**config.mk**
```make
export PLATFORM = sky130hd
export DESIGN_NAME = ahbApbSubsystem
export DESIGN_NICKNAME = d
export VERILOG_FILES = /design/src/rtl/bridgePkg.sv /design/src/rtl/apbBus.sv /design/src/rtl/ahbApbSubsystem.sv /design/src/rtl/apbSlaveArray.sv /design/src/rtl/apbRegBank.sv /design/src/rtl/apbFsmController.sv /design/src/rtl/ahbSlaveIf.sv
export VERILOG_INCLUDE_DIRS = /design/src /design/src/rtl
export SDC_FILE = /design/constraint.sdc
export NUM_CORES = 2
export LEC_CHECK = 0
export ABC_AREA = 1
export BUFFER_PORTS_ARGS = -buffer_cell sky130_fd_sc_hd__buf_2
export CAP_MARGIN = 20
export CORE_AREA = 2 2 365 367
export DETAILED_ROUTE_END_ITERATION = 6
export DIE_AREA = 0 0 367 369
export GPL_TIMING_DRIVEN = 0
export PLACE_DENSITY = 0.84
export SYNTH_ARGS = -nofsm -noshare
export SYNTH_HDL_FRONTEND = slang
export SYNTH_HIERARCHICAL = 1
export SYNTH_SLANG_ARGS = --single-unit
```
**constraint.sdc**
```tcl
create_clock -name Hclk -period 7.6 [get_ports Hclk]
set_input_delay 0 -clock Hclk [delete_from_list [all_inputs] [get_ports Hclk]]
set_output_delay 0 -clock Hclk [all_outputs]
set_load 0.1 [all_outputs]
```
**src/rtl/bridge_macros.svh**
```systemverilog
/*
 * AHB to APB bridge parameters
 * Bus widths, the peripheral address map and the register bank depth
 */
`ifndef BRIDGE_MACROS_SVH
`define BRIDGE_MACROS_SVH

`define ADDR_WIDTH 32
`define DATA_WIDTH 32

`define NUM_SLAVES 3

// Three 64 MB regions, decoded on the upper address bits
`define REGION_LSB 26
`define SLAVE_BASE_0 32'h8000_0000
`define SLAVE_BASE_1 32'h8400_0000
`define SLAVE_BASE_2 32'h8800_0000

// Words per bank, indexed by address bits 5:2
`define BANK_DEPTH 16

`endif
```
**src/rtl/bridgePkg.sv**
```systemverilog
/*
 * Bridge types
 * AHB transfer types and the APB controller state encoding
 */
package bridgePkg;

	typedef enum logic [1:0]
	{
		IDLE   = 2'b00,
		BUSY   = 2'b01,
		NONSEQ = 2'b10,
		SEQ    = 2'b11
	} htransT;

	typedef enum logic [2:0]
	{
		stIdle     = 3'b000,
		stWwait    = 3'b001,
		stRead     = 3'b010,
		stWrite    = 3'b011,
		stWriteP   = 3'b100,
		stRenable  = 3'b101,
		stWenable  = 3'b110,
		stWenableP = 3'b111
	} apbStateT;

endpackage

```
**src/rtl/apbBus.sv**
```systemverilog
/*
 * APB bus
 * Carries one transfer from the bridge controller to the peripheral
 * array, with a one-hot peripheral select
 */
`timescale 1ns/1ps
`include "bridge_macros.svh"

interface apbBus;

	logic [`ADDR_WIDTH-1:0] Paddr;
	logic [`DATA_WIDTH-1:0] Pwdata;
	logic [`DATA_WIDTH-1:0] Prdata;
	logic Pwrite;
	logic Penable;
	logic [`NUM_SLAVES-1:0] Pselx; // One-hot, zero when idle

	modport master
	(
		output Paddr, Pwdata, Pwrite, Penable, Pselx,
		input Prdata
	);

	modport slave
	(
		input Paddr, Pwdata, Pwrite, Penable, Pselx,
		output Prdata
	);

endinterface

```
**src/rtl/ahbApbSubsystem.sv**
```systemverilog
/*
 * AHB to APB subsystem
 * AHB slave front end, APB controller and three APB register banks
 * behind one AHB slave port
 */
`timescale 1ns/1ps
`include "bridge_macros.svh"

module ahbApbSubsystem
(
	input logic Hclk,
	input logic Hresetn,
	input logic [`ADDR_WIDTH-1:0] Haddr,
	input logic [1:0] Htrans,
	input logic Hwrite,
	input logic [`DATA_WIDTH-1:0] Hwdata,
	input logic Hreadyin,
	output logic [`DATA_WIDTH-1:0] Hrdata,
	output logic Hreadyout,
	output logic Hresp
);

	logic valid;
	logic [`ADDR_WIDTH-1:0] Haddr1;
	logic [`ADDR_WIDTH-1:0] Haddr2;
	logic [`DATA_WIDTH-1:0] Hwdata1;
	logic [`DATA_WIDTH-1:0] Hwdata2;
	logic Hwritereg;
	logic [`NUM_SLAVES-1:0] tempselx;

	apbBus apb();

	ahbSlaveIf ahbSlaveIf_i
	(
		.Hclk(Hclk),
		.Hresetn(Hresetn),
		.Haddr(Haddr),
		.Htrans(Htrans),
		.Hwrite(Hwrite),
		.Hwdata(Hwdata),
		.Hreadyin(Hreadyin),
		.valid(valid),
		.Haddr1(Haddr1),
		.Haddr2(Haddr2),
		.Hwdata1(Hwdata1),
		.Hwdata2(Hwdata2),
		.Hwritereg(Hwritereg),
		.tempselx(tempselx)
	);

	apbFsmController apbFsmController_i
	(
		.Hclk(Hclk),
		.Hresetn(Hresetn),
		.valid(valid),
		.Haddr(Haddr),
		.Haddr1(Haddr1),
		.Haddr2(Haddr2),
		.Hwdata(Hwdata),
		.Hwdata1(Hwdata1),
		.Hwdata2(Hwdata2),
		.Hwrite(Hwrite),
		.Hwritereg(Hwritereg),
		.tempselx(tempselx),
		.apb(apb.master),
		.Hreadyout(Hreadyout)
	);

	apbSlaveArray apbSlaveArray_i
	(
		.Hclk(Hclk),
		.Hresetn(Hresetn),
		.apb(apb.slave)
	);

	assign Hrdata = apb.Prdata;
	assign Hresp = 1'b0; // OKAY

endmodule

```
**src/rtl/apbSlaveArray.sv**
```systemverilog
/*
 * APB peripheral array
 * Three register banks, one per select line, and the read data mux
 */
`timescale 1ns/1ps
`include "bridge_macros.svh"

module apbSlaveArray
(
	input logic Hclk,
	input logic Hresetn,
	apbBus.slave apb
);

	logic [`DATA_WIDTH-1:0] bankRdata [`NUM_SLAVES];

	for (genvar i = 0; i < `NUM_SLAVES; i++)
	begin : genBank
		apbRegBank bank_i
		(
			.Hclk(Hclk),
			.Hresetn(Hresetn),
			.psel(apb.Pselx[i]),
			.penable(apb.Penable),
			.pwrite(apb.Pwrite),
			.paddr(apb.Paddr),
			.pwdata(apb.Pwdata),
			.prdata(bankRdata[i])
		);
	end

	// Select is one-hot, so OR-ing the gated banks picks one
	always_comb
	begin
		apb.Prdata = '0;
		for (int i = 0; i < `NUM_SLAVES; i++)
		begin
			if (apb.Pselx[i])
				apb.Prdata = apb.Prdata | bankRdata[i];
		end
	end

endmodule

```
**src/rtl/apbRegBank.sv**
```systemverilog
/*
 * APB register bank
 * One peripheral with BANK_DEPTH word registers, written at the end
 * of the ENABLE phase and read with no wait states
 */
`timescale 1ns/1ps
`include "bridge_macros.svh"

module apbRegBank
(
	input logic Hclk,
	input logic Hresetn,
	input logic psel,
	input logic penable,
	input logic pwrite,
	input logic [`ADDR_WIDTH-1:0] paddr,
	input logic [`DATA_WIDTH-1:0] pwdata,
	output logic [`DATA_WIDTH-1:0] prdata
);

	localparam int indexBits = $clog2(`BANK_DEPTH);

	logic [`DATA_WIDTH-1:0] regs [`BANK_DEPTH];
	logic [indexBits-1:0] index;
	logic writeEn;

	assign index = paddr[indexBits+1:2]; // Word index
	assign writeEn = psel && penable && pwrite;

	always_ff @(posedge Hclk)
	begin
		if (!Hresetn)
		begin
			for (int i = 0; i < `BANK_DEPTH; i++)
				regs[i] <= '0;
		end
		else if (writeEn)
			regs[index] <= pwdata;
	end

	assign prdata = regs[index];

endmodule

```
**src/rtl/apbFsmController.sv**
```systemverilog
/*
 * APB controller
 * Eight-state machine that turns accepted AHB transfers into APB
 * SETUP and ENABLE phases, keeps back-to-back writes in order and
 * stalls the AHB master through Hreadyout
 */
`timescale 1ns/1ps
`include "bridge_macros.svh"

module apbFsmController
	import bridgePkg::*;
(
	input logic Hclk,
	input logic Hresetn,
	input logic valid,
	input logic [`ADDR_WIDTH-1:0] Haddr,
	input logic [`ADDR_WIDTH-1:0] Haddr1,
	input logic [`ADDR_WIDTH-1:0] Haddr2,
	input logic [`DATA_WIDTH-1:0] Hwdata,
	input logic [`DATA_WIDTH-1:0] Hwdata1,
	input logic [`DATA_WIDTH-1:0] Hwdata2,
	input logic Hwrite,
	input logic Hwritereg,
	input logic [`NUM_SLAVES-1:0] tempselx,
	apbBus.master apb,
	output logic Hreadyout
);

	apbStateT state;
	apbStateT nextState;

	logic accept;
	logic [`NUM_SLAVES-1:0] pendSel;
	logic [`ADDR_WIDTH-1:0] paddrNext;
	logic [`DATA_WIDTH-1:0] pwdataNext;
	logic pwriteNext;
	logic penableNext;
	logic [`NUM_SLAVES-1:0] pselNext;
	logic readyNext;

	assign accept = valid && Hreadyout; // Address phase taken this edge

	always_comb
	begin
		nextState = state;
		case (state)
			stIdle, stRenable, stWenable:
			begin
				if (accept && Hwrite)
					nextState = stWwait;
				else if (accept)
					nextState = stRead;
				else
					nextState = stIdle;
			end
			stWwait:
				nextState = accept ? stWriteP : stWrite;
			stRead:
				nextState = stRenable;
			stWrite:
				nextState = stWenable;
			stWriteP:
				nextState = stWenableP;
			stWenableP:
			begin
				// Ready low here means the pending transfer is a read
				if (!Hreadyout)
					nextState = stRead;
				else if (accept)
					nextState = stWriteP;
				else
					nextState = stWrite;
			end
			default:
				nextState = stIdle;
		endcase
	end

	always_comb
	begin
		paddrNext = apb.Paddr;
		pwdataNext = apb.Pwdata;
		pwriteNext = apb.Pwrite;
		pselNext = apb.Pselx;
		penableNext = 1'b0;
		readyNext = 1'b1;
		case (state)
			stIdle, stRenable, stWenable:
			begin
				if (accept && !Hwrite)
				begin
					paddrNext = Haddr; // Read goes straight to SETUP
					pwriteNext = 1'b0;
					pselNext = tempselx;
					readyNext = 1'b0;
				end
				else
					pselNext = '0;
			end
			stWwait:
			begin
				paddrNext = Haddr1;
				pwdataNext = Hwdata;
				pwriteNext = 1'b1;
				pselNext = pendSel;
				readyNext = 1'b0;
			end
			stRead:
				penableNext = 1'b1;
			stWrite, stWriteP:
			begin
				penableNext = 1'b1; // Address and data hold from SETUP
				if (state == stWriteP)
					readyNext = Hwritereg; // Hold a pending read
			end
			stWenableP:
			begin
				paddrNext = Haddr2; // Transfer accepted during the last write
				pwdataNext = Hwdata1;
				pwriteNext = Hreadyout;
				pselNext = pendSel;
				readyNext = 1'b0;
			end
			default:
				pselNext = '0;
		endcase
	end

	always_ff @(posedge Hclk)
	begin
		if (!Hresetn)
		begin
			state <= stIdle;
			apb.Pselx <= '0;
			apb.Penable <= 1'b0;
			apb.Pwrite <= 1'b0;
			Hreadyout <= 1'b0;
		end
		else
		begin
			state <= nextState;
			apb.Pselx <= pselNext;
			apb.Penable <= penableNext;
			apb.Pwrite <= pwriteNext;
			Hreadyout <= readyNext;
		end
	end

	always_ff @(posedge Hclk)
	begin
		apb.Paddr <= paddrNext;
		apb.Pwdata <= pwdataNext;
		if (accept)
			pendSel <= tempselx; // Select of the newest accepted transfer
	end

endmodule

```
**src/rtl/ahbSlaveIf.sv**
```systemverilog
/*
 * AHB slave front end
 * Pipelines the address, write data and direction, flags valid
 * transfers and decodes the address into a one-hot peripheral select
 */
`timescale 1ns/1ps
`include "bridge_macros.svh"

module ahbSlaveIf
	import bridgePkg::*;
(
	input logic Hclk,
	input logic Hresetn,
	input logic [`ADDR_WIDTH-1:0] Haddr,
	input logic [1:0] Htrans,
	input logic Hwrite,
	input logic [`DATA_WIDTH-1:0] Hwdata,
	input logic Hreadyin,
	output logic valid,
	output logic [`ADDR_WIDTH-1:0] Haddr1,
	output logic [`ADDR_WIDTH-1:0] Haddr2,
	output logic [`DATA_WIDTH-1:0] Hwdata1,
	output logic [`DATA_WIDTH-1:0] Hwdata2,
	output logic Hwritereg,
	output logic [`NUM_SLAVES-1:0] tempselx
);

	localparam logic [`ADDR_WIDTH-1:0] slaveBase [`NUM_SLAVES] =
		'{`SLAVE_BASE_0, `SLAVE_BASE_1, `SLAVE_BASE_2};

	logic activeTrans;

	always_ff @(posedge Hclk)
	begin
		Haddr1 <= Haddr;
		Haddr2 <= Haddr1;
		Hwdata1 <= Hwdata;
		Hwdata2 <= Hwdata1;
	end

	always_ff @(posedge Hclk)
	begin
		if (!Hresetn)
			Hwritereg <= 1'b0;
		else
			Hwritereg <= Hwrite;
	end

	// Region match on the bits above the 64 MB window
	always_comb
	begin
		tempselx = '0;
		for (int i = 0; i < `NUM_SLAVES; i++)
		begin
			if (Haddr[`ADDR_WIDTH-1:`REGION_LSB] ==
				slaveBase[i][`ADDR_WIDTH-1:`REGION_LSB])
				tempselx[i] = 1'b1;
		end
	end

	assign activeTrans = (Htrans == NONSEQ) || (Htrans == SEQ);

	assign valid = Hreadyin && activeTrans && (|tempselx); // Unmapped is ignored

endmodule

```
==> out/qor.yml <==
hold_class: "primary input to flip-flop"
rows: 133
tightest_slew_ps: 1190
cts_resized: 0
grt_pass1_vias: 58800
vias: 61600
rr_worst_depth: 5
num_io_pins: 104
clkPwrFrac_pct: 28.0
drc_errors: 3
powerDensity_nw_per_um2: 344
grt_pass1_wl_um: 347000
htree_levels: 4
rsz0062_at_grt: "false"
setup_viol: 0
critical_path_class: "flip-flop to output port"
worst_skew_pair.late_latency_ps: 830
clock_path_buffers: 3
avgSynthCellArea_um2: 8.73
end_kind: "output port"
cts_tree: "done"
seq_power_share_pct: 36.3
syn_inst: 8607
initial_utilization_pct: 57.3
p_sw_uw: 12200
finalCriticalPeriod_ps: 4870
fin_area_um2: 84600
status: "finished with violations"
wl_per_cell_um: 21.6
max-cap-violations: 0
fmax_mhz: 205
clock-sinks: 1625
grt_max_degree: 37
max_slew_margin_pct: 20.7
finalHoldViolations: 0
path_clk_slew_ps: 60
ir_worst_vdd_v: 0.000340
fin_worst_skew_ps: 31.7
power.leakage_uw: 0.0388
drtPass1Iterations: 7
p_int_uw: 16900
numCtsBuffers: 167
crit_required_ps: 7600
crit_path_start_kind: "flip-flop"
yosys_warnings: 6
multi_input_comb_area_um2: 23200
hpwl_um: 167000
nets: 9034
area_delta_synth_final_pct: 12.6
failed_checks: "DRC"
port_buffers: 79
finalCritPeriodShare_pct: 64.1
gp_congestion: 0.981
hold_depth: 4
vias_per_cell: 5.67
dpl_cell_area_um2: 78400
wl_um: 235000
coreArea_um2: 131000
setup-tns-final_ps: 0
finalNonFillerCells: 10900
critPathArrivalTime_ps: 4870
crit_fanout: 10
dieArea_um2: 135000
antenna_found_initial: 13
p_comb_share_pct: 35.7
grt_use_total_pct: 34.4
p_sw_share_pct: 42.0
grt_overflow: 0
drive_above_1_share_pct: 7.34
postCtsSetupBuffers: 0
syn_nets: 8677
drt_iter0_markers: 9630
die_h_um: 369
cts-root-buf: "clkbuf_16"
ant_nets: 0
seqCellArea_um2: 48300
synth_area_um2: 75100
die_w_um: 367
dp_cells: 10500
fill_cells: 10100
timing.final.max_slew_violations: 0
[layout make-up]
class                   instances  share of cell area, %
flip-flops and latches       1625                   57.1
multi-input cells            6102                   27.4
clock buffers                 223                   5.45
plain buffers                 558                   2.97
well taps                    1755                   2.60
repair buffers                188                   2.18
inverters                     322                   1.43
clock inverters                88                  0.843
diodes                          2                0.00592
[layer usage]
layer	wire [µm]	part of all wire (%)	vias to the layer above	GRT usage, %
met5	103	0.044	-	0
met4	12300	5.2	16	16.8
met3	33900	14	789	9.17
met2	107000	45	4629	54.2
met1	81900	35	28500	44.2
li1	-	-	27600	-
[placed cells by master (no fill, tap or decap), types with 7 or more instances in the layout]
cell           count
edfxtp_1        1575
clkbuf_1         321
nor3_2            10
dfxtp_1           50
clkbuf_8           9
buf_4             13
clkinvlp_4         7
nor2_1          1567
buf_2            335
inv_2              8
bufinv_16          9
inv_1            310
buf_16            20
inv_6              7
nand2_1         4428
nand3_1           45
nand2_2           31
clkbuf_16        173
clkinv_2          23
dlygate4sd3_1     88
clkinv_1          40
[critical path, stage by stage (launching register included)]
cell and delay (ps):
edfxtp_1 780, buf_16 240, clkbuf_1 680, clkbuf_1 640
nand2_1 120, nand2_1 280, nand2_1 90, nand2_1 80
inv_1 60, nand2_1 100, nand2_1 220, nand3_1 250
buf_2 460
[power groups by stage]
stage / Clock, µW / Combinational [µW] / Sequential, µW
2_1_floorplan: 0 / 6230 / 10500
3_3_place_gp: 0 / 9660 / 10800
3_5_place_dp: 0 / 9890 / 10700
4_1_cts: 8050 / 10000 / 10600
5_1_grt: 8390 / 11100 / 10600
6_report: 8150 / 10400 / 10600
[flip-flops by register name, summed over array words and instances, names as in the netlist]
signal                               count
ahbSlaveIf_i/Haddr1                      4
ahbSlaveIf_i/Haddr2                      4
ahbSlaveIf_i/Hwdata1                    32
ahbSlaveIf_i/Hwritereg                   1
apbFsmController_i/Hreadyout             1
apbFsmController_i/apb.Paddr             4
apbFsmController_i/apb.Penable           1
apbFsmController_i/apb.Pselx             3
apbFsmController_i/apb.Pwdata           32
apbFsmController_i/apb.Pwrite            1
apbFsmController_i/pendSel               3
apbFsmController_i/state                 3
apbSlaveArray_i/genBank.bank_i/regs   1536
[stage by stage]
| step | hold slack, ps | utilization, % | total power (µW) | setup WS, ps |
|---|---|---|---|---|
| floorplan | 27.7 | - | 16700 | 5110 |
| global placement | 116 | 59.3 | 20400 | 3430 |
| detailed placement | 119 | 59.8 | 20600 | 3800 |
| finish | 27.2 | 64.5 | 29100 | 2730 |
| CTS | 1.40 | 64.5 | 28600 | 2940 |
| global route | 44.6 | 64.5 | 30000 | 2820 |
[path summary, 6_finish.rpt]
kind / endpoint / slack [ps] / from
max: Hrdata[21] / 2730 / apbFsmController_i/apb.Paddr[3]$_DFFE_PP_
min reg2reg: ahbSlaveIf_i/Haddr2[3]$_DFF_P_ / 360 / ahbSlaveIf_i/Haddr1[3]$_DFF_P_
max reg2reg: apbSlaveArray_i/genBank[2].bank_i/regs[9][21]$_SDFFCE_PN0P_ / 3640 / apbFsmController_i/apb.Paddr[5]$_DFFE_PP_
min: apbFsmController_i/apb.Pwdata[5]$_DFFE_PN_ / 30 / Hwdata[5]
[timing repair]
| action | in CTS | in global routing |
|---|---|---|
| setup endpoints to repair | 0 | 0 |
| hold endpoints to repair | 92 | 0 |
| hold buffers | 88 | 0 |
(Power assumes the default switching activity.)
